$ cat src/rtl/decode_pkg.sv
// Shared definitions for the instruction decode stage
// Vector types for words, slots, register numbers and bus addresses
// Class, fault and controller state encodings
// Opcode table, bus responses and the host register map
package decode_pkg;

	// ==================================================
	// Widths that carry a meaning
	// ==================================================
	typedef logic [31:0] word_t;
	typedef logic [2:0] slot_t;
	typedef logic [5:0] reg_idx_t;
	typedef logic [6:0] axil_addr_t;

	localparam int LINE_WORDS = 8;
	// Registers from this number up are reserved for supervisor mode
	localparam int PRIV_REG_BASE = 56;

	// Instruction class as reported in bits 2..0 of a result word
	typedef enum logic [2:0] {
		CLS_NOP    = 3'd0,
		CLS_ALU    = 3'd1,
		CLS_LOAD   = 3'd2,
		CLS_STORE  = 3'd3,
		CLS_BRANCH = 3'd4,
		CLS_FPU    = 3'd5,
		CLS_CSR    = 3'd6,
		CLS_CONST  = 3'd7
	} insn_class_t;

	// Numeric order follows priority so UNIMP wins over the rest
	typedef enum logic [1:0] {
		FLT_NONE     = 2'd0,
		FLT_BADREG   = 2'd1,
		FLT_BADCONST = 2'd2,
		FLT_UNIMP    = 2'd3
	} fault_t;

	typedef enum logic [1:0] {
		ST_IDLE  = 2'd0,
		ST_RUN   = 2'd1,
		ST_FLUSH = 2'd2,
		ST_DONE  = 2'd3
	} ctrl_state_t;

	// ==================================================
	// Opcode table
	// ==================================================
	localparam logic [6:0] OP_NOP    = 7'h00;
	localparam logic [6:0] OP_ALU_LO = 7'h01;
	localparam logic [6:0] OP_ALU_HI = 7'h0F;
	localparam logic [6:0] OP_LOAD   = 7'h10;
	localparam logic [6:0] OP_STORE  = 7'h11;
	localparam logic [6:0] OP_BRANCH = 7'h20;
	localparam logic [6:0] OP_FPU    = 7'h30;
	localparam logic [6:0] OP_CSR    = 7'h40;

	// AXI4-Lite response codes
	localparam logic [1:0] RESP_OKAY   = 2'b00;
	localparam logic [1:0] RESP_SLVERR = 2'b10;

	// Register map with eight-word line, result and constant windows
	localparam axil_addr_t ADDR_LINE   = 7'h00;
	localparam axil_addr_t ADDR_MODE   = 7'h20;
	localparam axil_addr_t ADDR_CTRL   = 7'h24;
	localparam axil_addr_t ADDR_STATUS = 7'h28;
	localparam axil_addr_t ADDR_RESULT = 7'h40;
	localparam axil_addr_t ADDR_IMM    = 7'h60;

endpackage
$ cat src/rtl/decode_if.sv
// Slot interface between the controller, the slot counter and the decoder
// Result interface between the decoder and the result store
`timescale 1ns/1ps

// Sequencing signals for one decode run
interface decode_slot_if;
	// One-cycle pulse at the start of a run
	logic clear;
	// High for the eight slot cycles of a run
	logic en;
	decode_pkg::slot_t slot;
	// Marks the cycle of slot 7
	logic last;

	modport ctrl (output clear, output en);
	modport counter (input clear, input en, output slot, output last);
	modport decoder (input clear, input en, input slot);
endinterface

// One decoded slot on its way into the result store
interface decode_result_if;
	logic we;
	decode_pkg::slot_t idx;
	decode_pkg::word_t result;
	decode_pkg::word_t imm;

	modport source (output we, output idx, output result, output imm);
	modport sink (input we, input idx, input result, input imm);
endinterface

$ cat src/rtl/decode_top.sv
// Top level of the instruction decode stage
// AXI4-Lite slave ports, register block, FSM, slot counter, decoder and result store
`timescale 1ns/1ps

module decode_top (
	input  logic clk,
	input  logic rst,
	input  decode_pkg::axil_addr_t awaddr,
	input  logic awvalid,
	output logic awready,
	input  decode_pkg::word_t wdata,
	input  logic [3:0] wstrb,
	input  logic wvalid,
	output logic wready,
	output logic [1:0] bresp,
	output logic bvalid,
	input  logic bready,
	input  decode_pkg::axil_addr_t araddr,
	input  logic arvalid,
	output logic arready,
	output decode_pkg::word_t rdata,
	output logic [1:0] rresp,
	output logic rvalid,
	input  logic rready
);

	decode_pkg::word_t [decode_pkg::LINE_WORDS-1:0] line;
	logic supervisor;
	logic start;
	logic busy;
	logic done;
	decode_pkg::slot_t rd_idx;
	decode_pkg::word_t rd_result;
	decode_pkg::word_t rd_imm;

	// Sequencing toward the decoder and results toward the store
	decode_slot_if slot_bus ();
	decode_result_if result_bus ();

	axil_regs i_axil_regs (
		.clk(clk), .rst(rst),
		.awaddr(awaddr), .awvalid(awvalid), .awready(awready),
		.wdata(wdata), .wstrb(wstrb), .wvalid(wvalid), .wready(wready),
		.bresp(bresp), .bvalid(bvalid), .bready(bready),
		.araddr(araddr), .arvalid(arvalid), .arready(arready),
		.rdata(rdata), .rresp(rresp), .rvalid(rvalid), .rready(rready),
		.line(line), .supervisor(supervisor), .start(start),
		.busy(busy), .done(done),
		.rd_idx(rd_idx), .rd_result(rd_result), .rd_imm(rd_imm)
	);

	decode_ctrl i_decode_ctrl (
		.clk(clk), .rst(rst), .start(start), .last(slot_bus.last),
		.busy(busy), .done(done), .slot_bus(slot_bus.ctrl)
	);

	slot_counter i_slot_counter (.clk(clk), .rst(rst), .slot_bus(slot_bus.counter));

	insn_decoder i_insn_decoder (
		.clk(clk), .rst(rst), .line(line), .supervisor(supervisor),
		.slot_bus(slot_bus.decoder), .res_bus(result_bus.source)
	);

	decode_result_ram i_decode_result_ram (
		.clk(clk), .rst(rst), .res_bus(result_bus.sink),
		.rd_idx(rd_idx), .rd_result(rd_result), .rd_imm(rd_imm)
	);

endmodule

$ cat src/rtl/decode_result_ram.sv
// Result store of the decode stage
// Eight result words and eight constants, one entry per slot
// Written by the decoder, read combinationally by the host side
`timescale 1ns/1ps

module decode_result_ram (
	input  logic clk,
	input  logic rst,
	decode_result_if.sink res_bus,
	input  decode_pkg::slot_t rd_idx,
	output decode_pkg::word_t rd_result,
	output decode_pkg::word_t rd_imm
);

	decode_pkg::word_t results [decode_pkg::LINE_WORDS];
	decode_pkg::word_t consts [decode_pkg::LINE_WORDS];

	// Both arrays start out zero and take one slot per write
	always_ff @(posedge clk) begin
		if (rst) begin
			for (int i = 0; i < decode_pkg::LINE_WORDS; i++) begin
				results[i] <= '0;
				consts[i] <= '0;
			end
		end else if (res_bus.we) begin
			results[res_bus.idx] <= res_bus.result;
			consts[res_bus.idx] <= res_bus.imm;
		end
	end

	// Old entries stay visible until the next run overwrites them
	assign rd_result = results[rd_idx];
	assign rd_imm = consts[rd_idx];

endmodule

$ cat src/rtl/insn_decoder.sv
// Registered decoder for one instruction slot per cycle
// Classifies the opcode, extracts the register fields and the constant
// Tracks which slots of the line are claimed as constants
// Checks for unimplemented opcodes, bad constant positions and privileged registers
`timescale 1ns/1ps

module insn_decoder (
	input logic clk,
	input logic rst,
	input decode_pkg::word_t [decode_pkg::LINE_WORDS-1:0] line,
	input logic supervisor,
	decode_slot_if.decoder slot_bus,
	decode_result_if.source res_bus
);

	decode_pkg::word_t insn;
	logic [6:0] opcode;
	decode_pkg::reg_idx_t rd;
	decode_pkg::reg_idx_t rs1;
	decode_pkg::reg_idx_t rs2;
	decode_pkg::slot_t cpos;
	logic imm_flag;
	decode_pkg::insn_class_t cls;
	logic known;
	logic use_rd;
	logic use_rs1;
	logic use_rs2;
	logic bad_reg;
	decode_pkg::fault_t cause;
	logic take_const;
	logic [decode_pkg::LINE_WORDS-1:0] claimed;
	logic is_claimed;
	decode_pkg::word_t result_next;
	decode_pkg::word_t imm_next;

	// ==================================================
	// Field extraction
	// ==================================================
	assign insn = line[slot_bus.slot];
	assign opcode = insn[6:0];
	assign rd = insn[12:7];
	assign rs1 = insn[18:13];
	assign rs2 = insn[24:19];
	assign cpos = insn[27:25];
	assign imm_flag = insn[31];

	// Opcodes outside the table fall back to the NOP class with no registers
	always_comb begin
		known = 1'b1;
		cls = decode_pkg::CLS_NOP;
		if (opcode == decode_pkg::OP_NOP) begin
			cls = decode_pkg::CLS_NOP;
		end else if (opcode >= decode_pkg::OP_ALU_LO && opcode <= decode_pkg::OP_ALU_HI) begin
			cls = decode_pkg::CLS_ALU;
		end else if (opcode == decode_pkg::OP_LOAD) begin
			cls = decode_pkg::CLS_LOAD;
		end else if (opcode == decode_pkg::OP_STORE) begin
			cls = decode_pkg::CLS_STORE;
		end else if (opcode == decode_pkg::OP_BRANCH) begin
			cls = decode_pkg::CLS_BRANCH;
		end else if (opcode == decode_pkg::OP_FPU) begin
			cls = decode_pkg::CLS_FPU;
		end else if (opcode == decode_pkg::OP_CSR) begin
			cls = decode_pkg::CLS_CSR;
		end else begin
			known = 1'b0;
		end
	end

	// Which register fields the class actually reads or writes
	always_comb begin
		use_rd = 1'b0;
		use_rs1 = 1'b0;
		use_rs2 = 1'b0;
		case (cls)
			decode_pkg::CLS_ALU, decode_pkg::CLS_FPU: begin
				use_rd = 1'b1;
				use_rs1 = 1'b1;
				use_rs2 = 1'b1;
			end
			decode_pkg::CLS_LOAD, decode_pkg::CLS_CSR: begin
				use_rd = 1'b1;
				use_rs1 = 1'b1;
			end
			decode_pkg::CLS_STORE, decode_pkg::CLS_BRANCH: begin
				use_rs1 = 1'b1;
				use_rs2 = 1'b1;
			end
			default: ;
		endcase
	end

	// Only used fields count since unused ones may hold anything
	assign bad_reg = !supervisor && (
		(use_rd && rd >= decode_pkg::reg_idx_t'(decode_pkg::PRIV_REG_BASE))
		|| (use_rs1 && rs1 >= decode_pkg::reg_idx_t'(decode_pkg::PRIV_REG_BASE))
		|| (use_rs2 && rs2 >= decode_pkg::reg_idx_t'(decode_pkg::PRIV_REG_BASE)));

	// A constant must sit in a later word of the same line
	always_comb begin
		if (!known) begin
			cause = decode_pkg::FLT_UNIMP;
		end else if (imm_flag && cpos <= slot_bus.slot) begin
			cause = decode_pkg::FLT_BADCONST;
		end else if (bad_reg) begin
			cause = decode_pkg::FLT_BADREG;
		end else begin
			cause = decode_pkg::FLT_NONE;
		end
	end

	// Only a fault-free immediate instruction fetches and claims its constant
	assign take_const = imm_flag && cause == decode_pkg::FLT_NONE;
	assign is_claimed = claimed[slot_bus.slot];

	// ==================================================
	// Result word
	// ==================================================
	always_comb begin
		result_next = '0;
		imm_next = '0;
		if (is_claimed) begin
			// Constant words are data and are not decoded
			result_next[2:0] = decode_pkg::CLS_CONST;
		end else begin
			result_next[2:0] = cls;
			result_next[4:3] = cause;
			result_next[5] = imm_flag;
			result_next[11:6] = rd;
			result_next[17:12] = rs1;
			result_next[23:18] = rs2;
			result_next[26:24] = cpos;
			if (take_const) imm_next = line[cpos];
		end
	end

	always_ff @(posedge clk) begin
		if (rst) begin
			claimed <= '0;
			res_bus.we <= 1'b0;
		end else begin
			// Write trails the slot cycle by one
			res_bus.we <= slot_bus.en;
			if (slot_bus.clear) begin
				claimed <= '0;
			end else if (slot_bus.en && !is_claimed && take_const) begin
				claimed[cpos] <= 1'b1;
			end
		end
	end

	always_ff @(posedge clk) begin
		if (slot_bus.en) begin
			res_bus.idx <= slot_bus.slot;
			res_bus.result <= result_next;
			res_bus.imm <= imm_next;
		end
	end

endmodule

$ cat src/rtl/slot_counter.sv
// Slot index counter for a decode run
// Zeroes on clear, steps once per enabled cycle, flags slot 7
`timescale 1ns/1ps

module slot_counter (
	input logic clk,
	input logic rst,
	decode_slot_if.counter slot_bus
);

	decode_pkg::slot_t slot;

	always_ff @(posedge clk) begin
		if (rst || slot_bus.clear) begin
			slot <= '0;
		end else if (slot_bus.en) begin
			// Wraps back to 0 after slot 7
			slot <= slot + 3'd1;
		end
	end

	assign slot_bus.slot = slot;
	assign slot_bus.last = slot_bus.en
		&& slot == decode_pkg::slot_t'(decode_pkg::LINE_WORDS - 1);

endmodule

$ cat src/rtl/decode_ctrl.sv
// FSM that sequences one decode run over a line
// Idle, eight slot cycles, one flush cycle for the last write, then done
`timescale 1ns/1ps

module decode_ctrl (
	input  logic clk,
	input  logic rst,
	input  logic start,
	input  logic last,
	output logic busy,
	output logic done,
	decode_slot_if.ctrl slot_bus
);

	decode_pkg::ctrl_state_t state;
	decode_pkg::ctrl_state_t state_next;
	logic launch;

	// A start during a run is dropped
	assign launch = start
		&& (state == decode_pkg::ST_IDLE || state == decode_pkg::ST_DONE);

	always_comb begin
		state_next = state;
		case (state)
			decode_pkg::ST_IDLE,
			decode_pkg::ST_DONE: begin
				if (launch) state_next = decode_pkg::ST_RUN;
			end
			decode_pkg::ST_RUN: begin
				// Slot 7 is the final slot cycle
				if (last) state_next = decode_pkg::ST_FLUSH;
			end
			// The decoder writes slot 7 during this cycle
			decode_pkg::ST_FLUSH: state_next = decode_pkg::ST_DONE;
			default: state_next = decode_pkg::ST_IDLE;
		endcase
	end

	always_ff @(posedge clk) begin
		if (rst) begin
			state <= decode_pkg::ST_IDLE;
		end else begin
			state <= state_next;
		end
	end

	assign slot_bus.clear = launch;
	assign slot_bus.en = state == decode_pkg::ST_RUN;
	assign busy = state == decode_pkg::ST_RUN || state == decode_pkg::ST_FLUSH;
	// Done holds until the next run starts
	assign done = state == decode_pkg::ST_DONE;

endmodule

$ cat src/rtl/axil_regs.sv
// AXI4-Lite slave of the decode stage
// Line buffer, mode register and the start pulse from the control register
// Write response checks and the readback mux over status and result store
`timescale 1ns/1ps

module axil_regs (
	input  logic clk,
	input  logic rst,
	input  decode_pkg::axil_addr_t awaddr,
	input  logic awvalid,
	output logic awready,
	input  decode_pkg::word_t wdata,
	input  logic [3:0] wstrb,
	input  logic wvalid,
	output logic wready,
	output logic [1:0] bresp,
	output logic bvalid,
	input  logic bready,
	input  decode_pkg::axil_addr_t araddr,
	input  logic arvalid,
	output logic arready,
	output decode_pkg::word_t rdata,
	output logic [1:0] rresp,
	output logic rvalid,
	input  logic rready,
	output decode_pkg::word_t [decode_pkg::LINE_WORDS-1:0] line,
	output logic supervisor,
	output logic start,
	input  logic busy,
	input  logic done,
	output decode_pkg::slot_t rd_idx,
	input  decode_pkg::word_t rd_result,
	input  decode_pkg::word_t rd_imm
);

	// Address and data are taken together, so one register drives both readies
	logic wr_accept;
	logic wr_line;
	logic wr_mode;
	logic wr_ctrl;
	logic wr_mapped;
	logic wr_refused;
	decode_pkg::word_t rd_data;
	logic rd_ok;

	assign awready = wr_accept;
	assign wready = wr_accept;

	// ==================================================
	// Write channel
	// ==================================================
	assign wr_line = awaddr[6:5] == decode_pkg::ADDR_LINE[6:5];
	assign wr_mode = awaddr[6:2] == decode_pkg::ADDR_MODE[6:2];
	assign wr_ctrl = awaddr[6:2] == decode_pkg::ADDR_CTRL[6:2];
	// Status, result and constant windows take writes without effect
	assign wr_mapped = wr_line || wr_mode || wr_ctrl
		|| awaddr[6:2] == decode_pkg::ADDR_STATUS[6:2]
		|| awaddr[6:5] == decode_pkg::ADDR_RESULT[6:5]
		|| awaddr[6:5] == decode_pkg::ADDR_IMM[6:5];
	// The line and the mode must not change under a running decode
	assign wr_refused = !wr_mapped || ((wr_line || wr_mode) && busy);

	always_ff @(posedge clk) begin
		if (rst) begin
			wr_accept <= 1'b0;
			bvalid <= 1'b0;
			bresp <= decode_pkg::RESP_OKAY;
			supervisor <= 1'b0;
			start <= 1'b0;
		end else begin
			// Accept only while no response waits and the last accept has ended
			wr_accept <= !wr_accept && awvalid && wvalid && !bvalid;
			// Start lands in the cycle after the handshake
			start <= wr_accept && wr_ctrl && wdata[0];
			if (wr_accept) begin
				bvalid <= 1'b1;
				bresp <= wr_refused ? decode_pkg::RESP_SLVERR : decode_pkg::RESP_OKAY;
			end else if (bready) begin
				bvalid <= 1'b0;
			end
			if (wr_accept && wr_mode && !busy && wstrb[0]) begin
				supervisor <= wdata[0];
			end
		end
	end

	// Line buffer with byte lanes
	always_ff @(posedge clk) begin
		if (wr_accept && wr_line && !busy) begin
			for (int b = 0; b < 4; b++) begin
				if (wstrb[b]) begin
					line[awaddr[4:2]][8*b +: 8] <= wdata[8*b +: 8];
				end
			end
		end
	end

	// ==================================================
	// Read channel
	// ==================================================
	assign arready = !rvalid;
	// The store is read combinationally with the word bits of the address
	assign rd_idx = araddr[4:2];

	always_comb begin
		rd_data = '0;
		rd_ok = 1'b1;
		if (araddr[6:5] == decode_pkg::ADDR_LINE[6:5]) begin
			rd_data = line[araddr[4:2]];
		end else if (araddr[6:2] == decode_pkg::ADDR_MODE[6:2]) begin
			rd_data = {31'd0, supervisor};
		end else if (araddr[6:2] == decode_pkg::ADDR_CTRL[6:2]) begin
			// Start is a pulse with nothing to read back
			rd_data = '0;
		end else if (araddr[6:2] == decode_pkg::ADDR_STATUS[6:2]) begin
			rd_data = {30'd0, done, busy};
		end else if (araddr[6:5] == decode_pkg::ADDR_RESULT[6:5]) begin
			rd_data = rd_result;
		end else if (araddr[6:5] == decode_pkg::ADDR_IMM[6:5]) begin
			rd_data = rd_imm;
		end else begin
			rd_ok = 1'b0;
		end
	end

	always_ff @(posedge clk) begin
		if (rst) begin
			rvalid <= 1'b0;
		end else if (arvalid && arready) begin
			rvalid <= 1'b1;
		end else if (rready) begin
			rvalid <= 1'b0;
		end
	end

	// Data and response are held with rvalid until the master takes them
	always_ff @(posedge clk) begin
		if (arvalid && arready) begin
			rdata <= rd_data;
			rresp <= rd_ok ? decode_pkg::RESP_OKAY : decode_pkg::RESP_SLVERR;
		end
	end

endmodule

$ cat config.mk
export PLATFORM = sky130hd
export DESIGN_NAME = decode_top
export DESIGN_NICKNAME = d
export VERILOG_FILES = /design/src/rtl/decode_pkg.sv /design/src/rtl/decode_if.sv /design/src/rtl/decode_top.sv /design/src/rtl/decode_result_ram.sv /design/src/rtl/insn_decoder.sv /design/src/rtl/slot_counter.sv /design/src/rtl/decode_ctrl.sv /design/src/rtl/axil_regs.sv
export SDC_FILE = /design/constraint.sdc
export NUM_CORES = 1
export LEC_CHECK = 0
export BUFFER_PORTS_ARGS = -buffer_cell sky130_fd_sc_hd__clkbuf_2
export CAP_MARGIN = 20
export CORE_ASPECT_RATIO = 1.75
export CORE_MARGIN = 4
export CORE_UTILIZATION = 59
export CTS_BUF_LIST = sky130_fd_sc_hd__clkbuf_2
export DETAILED_ROUTE_END_ITERATION = 6
export PLACE_DENSITY = 0.83
export SYNTH_ARGS = -nofsm -noshare
export SYNTH_HDL_FRONTEND = slang
export SYNTH_SLANG_ARGS = --single-unit
$ cat constraint.sdc
create_clock -name clk -period 4.2 [get_ports clk]
set_input_delay 0 -clock clk [delete_from_list [all_inputs] [get_ports clk]]
set_output_delay 0 -clock clk [all_outputs]
set_load 0.02 [all_outputs]
==> impl_results.md, run 1 <==
* Distinct cells, synth at 67
* Post-DP HPWL at roughly 65000 um
* Leakage Power at 15.9 nW
* Fin. max-slew vios at 0
* H-tree levels at 4
* Row cnt at 125
* Inserted Clock Buffers at 170
* GR Overflow Total at 0
* Post-synth top area share at around 62%
* RSZ-0062 raised after global routing: false
* Filler cell count at approximately 4300
* Met2 GRT Util at between 50% and 60%
* Post-Syn Area at ~40000 sq um
* Via count at 25000
* Hold Crit Class: input pin to flip-flop
* Initial DRC count at between 3000 and 4000
* Vias per cell at approximately 6.5
* Final period utilization at approximately 97%
* Worst setup SP type: flip-flop
* Gpl congestion at 0.926
* Core Util, Final at 66.6%
* Most instantiated library cell after synthesis: edfxtp_1
* Area delta synth->final at 11.8%
* Worst Path Max Fanout at 12
* Global-route wire length before repair at ~160000 um
* Final hold violation count at 0
* Worst-Margin Slew at 1.17 ns
* Fin Hold WS at 0.136 ns
* IO buf count at about 90
* Gate power share at 19.6%
* Chip height at 351 um
* Initial core utilization at 59.6%
* Flop pwr share at 54.8%
* Total power at 0.0184 W
* Root buf cell: clkbuf_2
* Gr usage total at a little under a third
* Initial antenna violation count at 3
* CTS tree: yes
* Final min period at a little over 4 ns
* Die width at 204 um
* Full die area at 71500 sq um
* WP data required at ~5.2 ns
* Share of cells above drive strength 1 at 26.5%
* Avg WL per Cell at 27.5 um
* P_int at about 0.013 W
* Detailed Route WL at between 100000 and 150000 um
* Number of global-route vias before repair at 26836
* Switching Fraction at a little under a third
* Grt met1 use at about a third
* FMAX at 246 MHz
* Maximum clock path buffer count at 3
* Pwr dens at 415 nW/um^2
* Clk slew on worst S/H paths at 0.11 ns
* Post-route ant nets at 0
* Clock Sink Count at 843
* Largest net degree at the start of global routing at between 60 and 70
* Core area at 66500 sq um
* Synth Flop Type: edfxtp_1
* Total negative slack at 0 ns
* Setup-failing EPs final at 0
* EDFF count, synth at approximately 820
* DRC violations left at 0
* Max cap viols at 0
* Crit path kind: flip-flop to flip-flop
* Synth top area cells: edfxtp_1, mux4_2, and2_1, mux2i_1, nand2_1
* Pre-Repair DR Iteration Count at 6
* Rel. slew slack at 21.2%
* Clock network power share at roughly a quarter
* M3 GR Usage at approximately 6.2%
* CP Capture Type: flip-flop
* Crit path arrival time at 5.07 ns
* Synth top cells by count: edfxtp_1, and2_1, mux4_2, nand2_1, clkbuf_1
* Clock Skew at 0.106 ns
* Status: finished clean
* Sequential area share after synthesis at about 63%
* Ys Warns at 0
* Psw at around 0.0056 W
* Clock Latency Late Sink at 1.34 ns
* Seq cells post-synth at roughly 840
* # IOs at 98
* Area leader, netlist: edfxtp_1
* Async S/R FF share, synth at 0%
* Number of nets in the layout at a little under 3000
* Peak VDD IR at 281 uV
* Average size of a mapped cell at 15.8 sq um
* Synth Instances at between 2000 and 3000
* Busiest grt layer: met2
## state kept, by name, summed over array words and instances (netlist names)
name	flops
i_axil_regs.bvalid	1
i_slot_counter.slot_bus.slot	3
i_axil_regs.supervisor	1
i_decode_result_ram.consts	256
i_insn_decoder.res_bus.result	27
i_insn_decoder.claimed	8
i_decode_result_ram.results	216
i_decode_ctrl.state	2
i_axil_regs.line	256
i_axil_regs.rdata	32
i_insn_decoder.res_bus.idx	3
i_axil_regs.awready	1
i_axil_regs.bresp	1
i_axil_regs.start	1
i_insn_decoder.res_bus.we	1
i_axil_regs.rvalid	1
i_axil_regs.rresp	1
i_insn_decoder.res_bus.imm	32
## path summary, 6_finish.rpt
check,startpoint,end,slack [ns],cells after the start
max,i_slot_counter.slot_bus.slot[0],i_insn_decoder.res_bus.imm[3],0.14,15
min reg2reg,i_insn_decoder.claimed[3],i_insn_decoder.claimed[3],0.46,2
max reg2reg,i_slot_counter.slot_bus.slot[0],i_insn_decoder.res_bus.imm[3],0.14,15
min,wdata[3],i_axil_regs.line[3],0.14,3
## area by class of cell
type,count,area (sq um),area share [%]
diodes,1,2.50,0.00566
clock buffers,241,1210,2.73
clock inverters,69,317,0.715
inverters,15,61.3,0.139
multi-input cells,1469,13700,31.0
flip-flops and latches,843,25100,56.8
well taps,889,1110,2.51
repair buffers,321,2720,6.15
## worst max-delay path, cell delays in order, from the launching register on
cell	delay, ns
dfxtp_4	0.45
buf_6	0.19
o211ai_1	0.12
o31ai_1	0.13
a2111oi_1	0.46
buf_4	0.19
and3_1	0.27
nand2_1	0.08
a21oi_1	0.19
ha_1	0.27
or4_1	0.53
a211oi_1	0.32
a311oi_2	0.10
o211ai_4	0.12
buf_4	0.25
nor3_2	0.07
## layout by cell type, fill, tap and decap left out, types with 26 or more instances in the layout
master and count:
nor3_1 26, o21ai_0 33, and2_1 525, a22oi_1 57, a21oi_1 26, mux2i_1 69
dlygate4sd3_1 129, clkbuf_2 329, clkinv_1 49, mux4_2 269, edfxtp_1 823, nand2_1 133
nor2_1 88, buf_4 85, and3_1 28
## metal layers
| metal | routed length, um | vias up |
|---|---|---|
| met3 | 10700 | 513 |
| li1 | - | 10423 |
| met1 | 33300 | 12208 |
| met4 | 7630 | 4 |
| met2 | 54100 | 1852 |
| met5 | 26 | - |
## logic make-up after synthesis
| kind of cell | after synthesis | synth area share [%] |
|---|---|---|
| AOI/OAI and AO/OA | 214 | 3.82 |
| xor gates and xnor gates | 1 | 0.0221 |
| adders and majority gates | 9 | 0.284 |
| buffers and inverters | 194 | 2.20 |
| DFF | 843 | 63.4 |
| muxes | 348 | 17.4 |
| other | 1 | 0.00947 |
| and+or+nand+nor | 895 | 12.8 |
## power groups by stage
stage / clock network (W) / logic, W / registers (W)
after CTS: 0.00475 / 0.00346 / 0.0101
after floorplan: 0 / 0.00227 / 0.0101
after global routing: 0.00524 / 0.00376 / 0.0101
after global placement: 0 / 0.00328 / 0.0102
after detailed placement: 0 / 0.00335 / 0.0103
final: 0.00471 / 0.00359 / 0.0101
## through the flow
| stage | instances | instance area, sq um | worst slack (ns) |
|---|---|---|---|
| 3_5_place_dp | 3403 | 41400 | 0.0878 |
| 5_1_grt | 3848 | 44200 | 0.0436 |
| 6_report | 3848 | 44200 | 0.141 |
| 4_1_cts | 3842 | 44200 | 0.0606 |
| 2_1_floorplan | 2506 | 39600 | 0.00795 |
| 3_3_place_gp | 3401 | 41300 | 0.234 |
## repair_timing
action	CTS	global route
resized for setup	0	0
hold buffers	129	0
endpoints found under the setup margin	0	24
setup buffers	0	2
hold endpoints to repair	1015	0
(Power assumes the default switching activity.)
==> run 2: changes to the inputs <==
--- a/config.mk
+++ b/config.mk
@@ -7,12 +7,14 @@
 export LEC_CHECK = 0
 export BUFFER_PORTS_ARGS = -buffer_cell sky130_fd_sc_hd__clkbuf_2
 export CAP_MARGIN = 20
+export CELL_PAD_IN_SITES_DETAIL_PLACEMENT = 0
+export CELL_PAD_IN_SITES_GLOBAL_PLACEMENT = 2
 export CORE_ASPECT_RATIO = 1.75
 export CORE_MARGIN = 4
-export CORE_UTILIZATION = 59
+export CORE_UTILIZATION = 44
 export CTS_BUF_LIST = sky130_fd_sc_hd__clkbuf_2
 export DETAILED_ROUTE_END_ITERATION = 6
-export PLACE_DENSITY = 0.83
+export PLACE_DENSITY = 0.82
 export SYNTH_ARGS = -nofsm -noshare
 export SYNTH_HDL_FRONTEND = slang
 export SYNTH_SLANG_ARGS = --single-unit
==> run 2 against run 1 <==
  * Combinational power increased by 5%
  * Die area increased by 33%
  * Sequential power about the same
  * Cell count increased by 8.8%
  * Clock skew decreased by 0.026 ns
  * Flip-flop and latch count unchanged
  * Critical path depth decreased by 1
  * Highest routed layer unchanged
==> impl_results.md, run 2 (same netlist as run 1, synthesis figures left out) <==
* Status: finished clean
* Worst Setup SP: i_axil_regs.line[226]
* Final hold violation count at 0 (unchanged)
* Worst setup SP type: flip-flop
* Core Util, Final at 50.6% (-16 points)
* Gr usage total at 24.0% (-6.1 points)
* Post-DP HPWL at 72300 um (+11%)
* Setup WS post-layout at 0.231 ns (+0.0897 ns)
* Crit path arrival time at 5.06 ns (about the same)
* Crit-path max cell delay at 0.55 ns (+0.02 ns)
* Largest net degree at the start of global routing at 72 (+5.9%)
* DRC violations left at 0 (unchanged)
* Maximum clock path buffer count at 3 (unchanged)
* Fin Hold WS at 0.154 ns (+0.0183 ns)
* Psw at 0.00581 W (+3.9%)
* Chip height at 405 um (+15%)
* Reg2Reg Depth at 14 (-1)
* Leakage Power at 16.2 nW (+1.8%)
* Clk slew on worst S/H paths at 0.11 ns (about the same)
* WP data required at 5.29 ns (+0.08 ns)
* Avg WL per Cell at 27.4 um (-0.23%)
* Inserted Clock Buffers at 182 (+7.1%)
* Area of placed instances at 41900 sq um (+1.2%)
* Gpl congestion at 0.878 (-5.1%)
* # IOs at 98 (unchanged)
* CTS tree: yes
* Die width at 235 um (+15%)
* Number of nets in the layout at 2936 (+1.7%)
* Switching Fraction at 30.5% (about the same)
* Reg2reg start: i_axil_regs.line[226]
* Initial core utilization at 44.4% (-15 points)
* Pwr dens at 422 nW/um^2 (+1.7%)
* WHS Path Cells at 4 (+1)
* Post-route ant nets at 0 (unchanged)
* Gate power share at 19.8% (+0.2 points)
* Crit path kind: flip-flop to flip-flop
* CP Capture Type: flip-flop
* Area delta synth->final at 14.1%
* Setup-failing EPs final at 0 (unchanged)
* Root buf cell: clkbuf_2
* Pre-Repair DR Iteration Count at 5 (-1)
* Slowest cell on crit path: or4_1
* P_int at 0.0133 W (+3.8%)
* Initial DRC count at 2063 (-37%)
* GR Overflow Total at 0 (unchanged)
* Hold Crit Class: input pin to flip-flop
* Row cnt at 145 (+16%)
* Clock Skew at 0.0804 ns (-0.0256 ns)
* Full die area at 95000 sq um (+33%)
* Sequence of cells on the critical path: o211ai_1 > o31ai_1 > a2111oi_2 > buf_4 > and3_1 > nand2_1 > a21oi_1 > ha_1 > or4_1 > a211oi_1 > a311oi_2 > o211ai_4 > buf_12 > nor3_1
* Vias per cell at 5.84 (-10%)
* IO buf count at 91 (unchanged)
* Share of cells above drive strength 1 at 27.2% (+0.76 points)
* Worst-Margin Slew at 1.10 ns (-0.0728 ns)
* Rel. slew slack at 26.7% (+5.5 points)
* Total negative slack at 0 ns (unchanged)
* Final period utilization at 94.5% (-2.1 points)
* Flop pwr share at 52.7% (-2.1 points)
* Pre-CTS setup slack at 0.0542 ns (-0.0336 ns)
* Clock Latency Late Sink at 1.39 ns (+0.05 ns)
* Critical hold path startpoint: araddr[4]
* Final min period at 3.97 ns (-0.0897 ns)
* H-tree levels at 4 (unchanged)
* Final instance area at 45200 sq um (+2.1%)
* Commonest non-fill, non-tap cell in the layout: edfxtp_1
* Fin. max-slew vios at 0 (unchanged)
* Core area at 89300 sq um (+34%)
* RSZ-0062 raised after global routing: false
* Max cap viols at 0 (unchanged)
* Worst Path Max Fanout at 32 (+20)
* Detailed Route WL at 115000 um (+8.5%)
* Initial antenna violation count at 6 (+3)
* Clock Sink Count at 843 (unchanged)
* Number of global-route vias before repair at 26216 (-2.3%)
* Most frequent cells in the layout: edfxtp_1, and2_1, clkbuf_2
* FMAX at 252 MHz (+2.3%)
* Peak VDD IR at 235 uV (-16%)
* Via count at 24433 (-2.3%)
* Clock network power share at 27.5% (+1.9 points)
* Global-route wire length before repair at 168000 um (+5.2%)
-- run 2: cell count changes in the layout (fill, tap and decap cells not counted), moves of 6 or more --
| cell | delta |
|---|---|
| clkinv_2 | +6 |
| or2_2 | -6 |
| bufinv_16 | +6 |
| buf_4 | +17 |
| or2_4 | +6 |
| dlygate4sd3_1 | +23 |
-- run 2: critical path, delay by kind of cell (launching register included) --
| family | cells | cell delay, ns |
|---|---|---|
| compound gates | 7 | 1.56 |
| simple gates | 4 | 1.00 |
| flops | 1 | 0.44 |
| buf+inv | 2 | 0.40 |
| fa+ha+maj | 1 | 0.26 |
-- run 2: what timing repair did --
item / CTS / global route
gates resized for setup: 0 / 4
hold buffers: 152 / 0
setup endpoints to repair: 15 / 20
setup buffers: 2 / 0
endpoints found under the hold margin: 1439 / 0
-- run 2: path summary, 6_finish.rpt --
check / end / slack, ns
max: i_insn_decoder.res_bus.imm[20] / 0.23
min: i_axil_regs.rdata[28] / 0.15
max reg2reg: i_insn_decoder.res_bus.imm[20] / 0.23
min reg2reg: i_insn_decoder.claimed[0] / 0.46
-- run 2: cell type report --
type / count / area, sq um
tap: 1176 / 1470
clock buffer: 246 / 1230
fill: 7584 / 44100
inverter: 15 / 61.3
antenna: 1 / 2.50
sequential: 843 / 25100
timing repair buffer: 359 / 3040
clock inverter: 76 / 508
multi-input combinational: 1469 / 13700
-- run 2: per-layer routing --
metal | wire length, um | part of all wire, % | global-route usage, %
met4 | 5420 | 4.7 | 11.0
met1 | 40500 | 35 | 27.2
met5 | 7 | 0.0061 | 0
met2 | 61500 | 54 | 44.1
met3 | 7320 | 6.4 | 4.22
-- run 2: stage by stage --
step | instances | power [W]
floorplan | 2506 | 0.0124
global placement | 3707 | 0.0138
finish | 4185 | 0.0191
global route | 4185 | 0.0199
detailed placement | 3707 | 0.0139
CTS | 4183 | 0.0192
-- run 2: power by group through the flow --
stage	Combinational, W	Clock, W	Sequential [W]
5_1_grt	0.00399	0.00584	0.0101
3_5_place_dp	0.00357	0	0.0103
6_report	0.00377	0.00525	0.0100
2_1_floorplan	0.00227	0	0.0101
4_1_cts	0.00377	0.00542	0.0100
3_3_place_gp	0.00354	0	0.0102
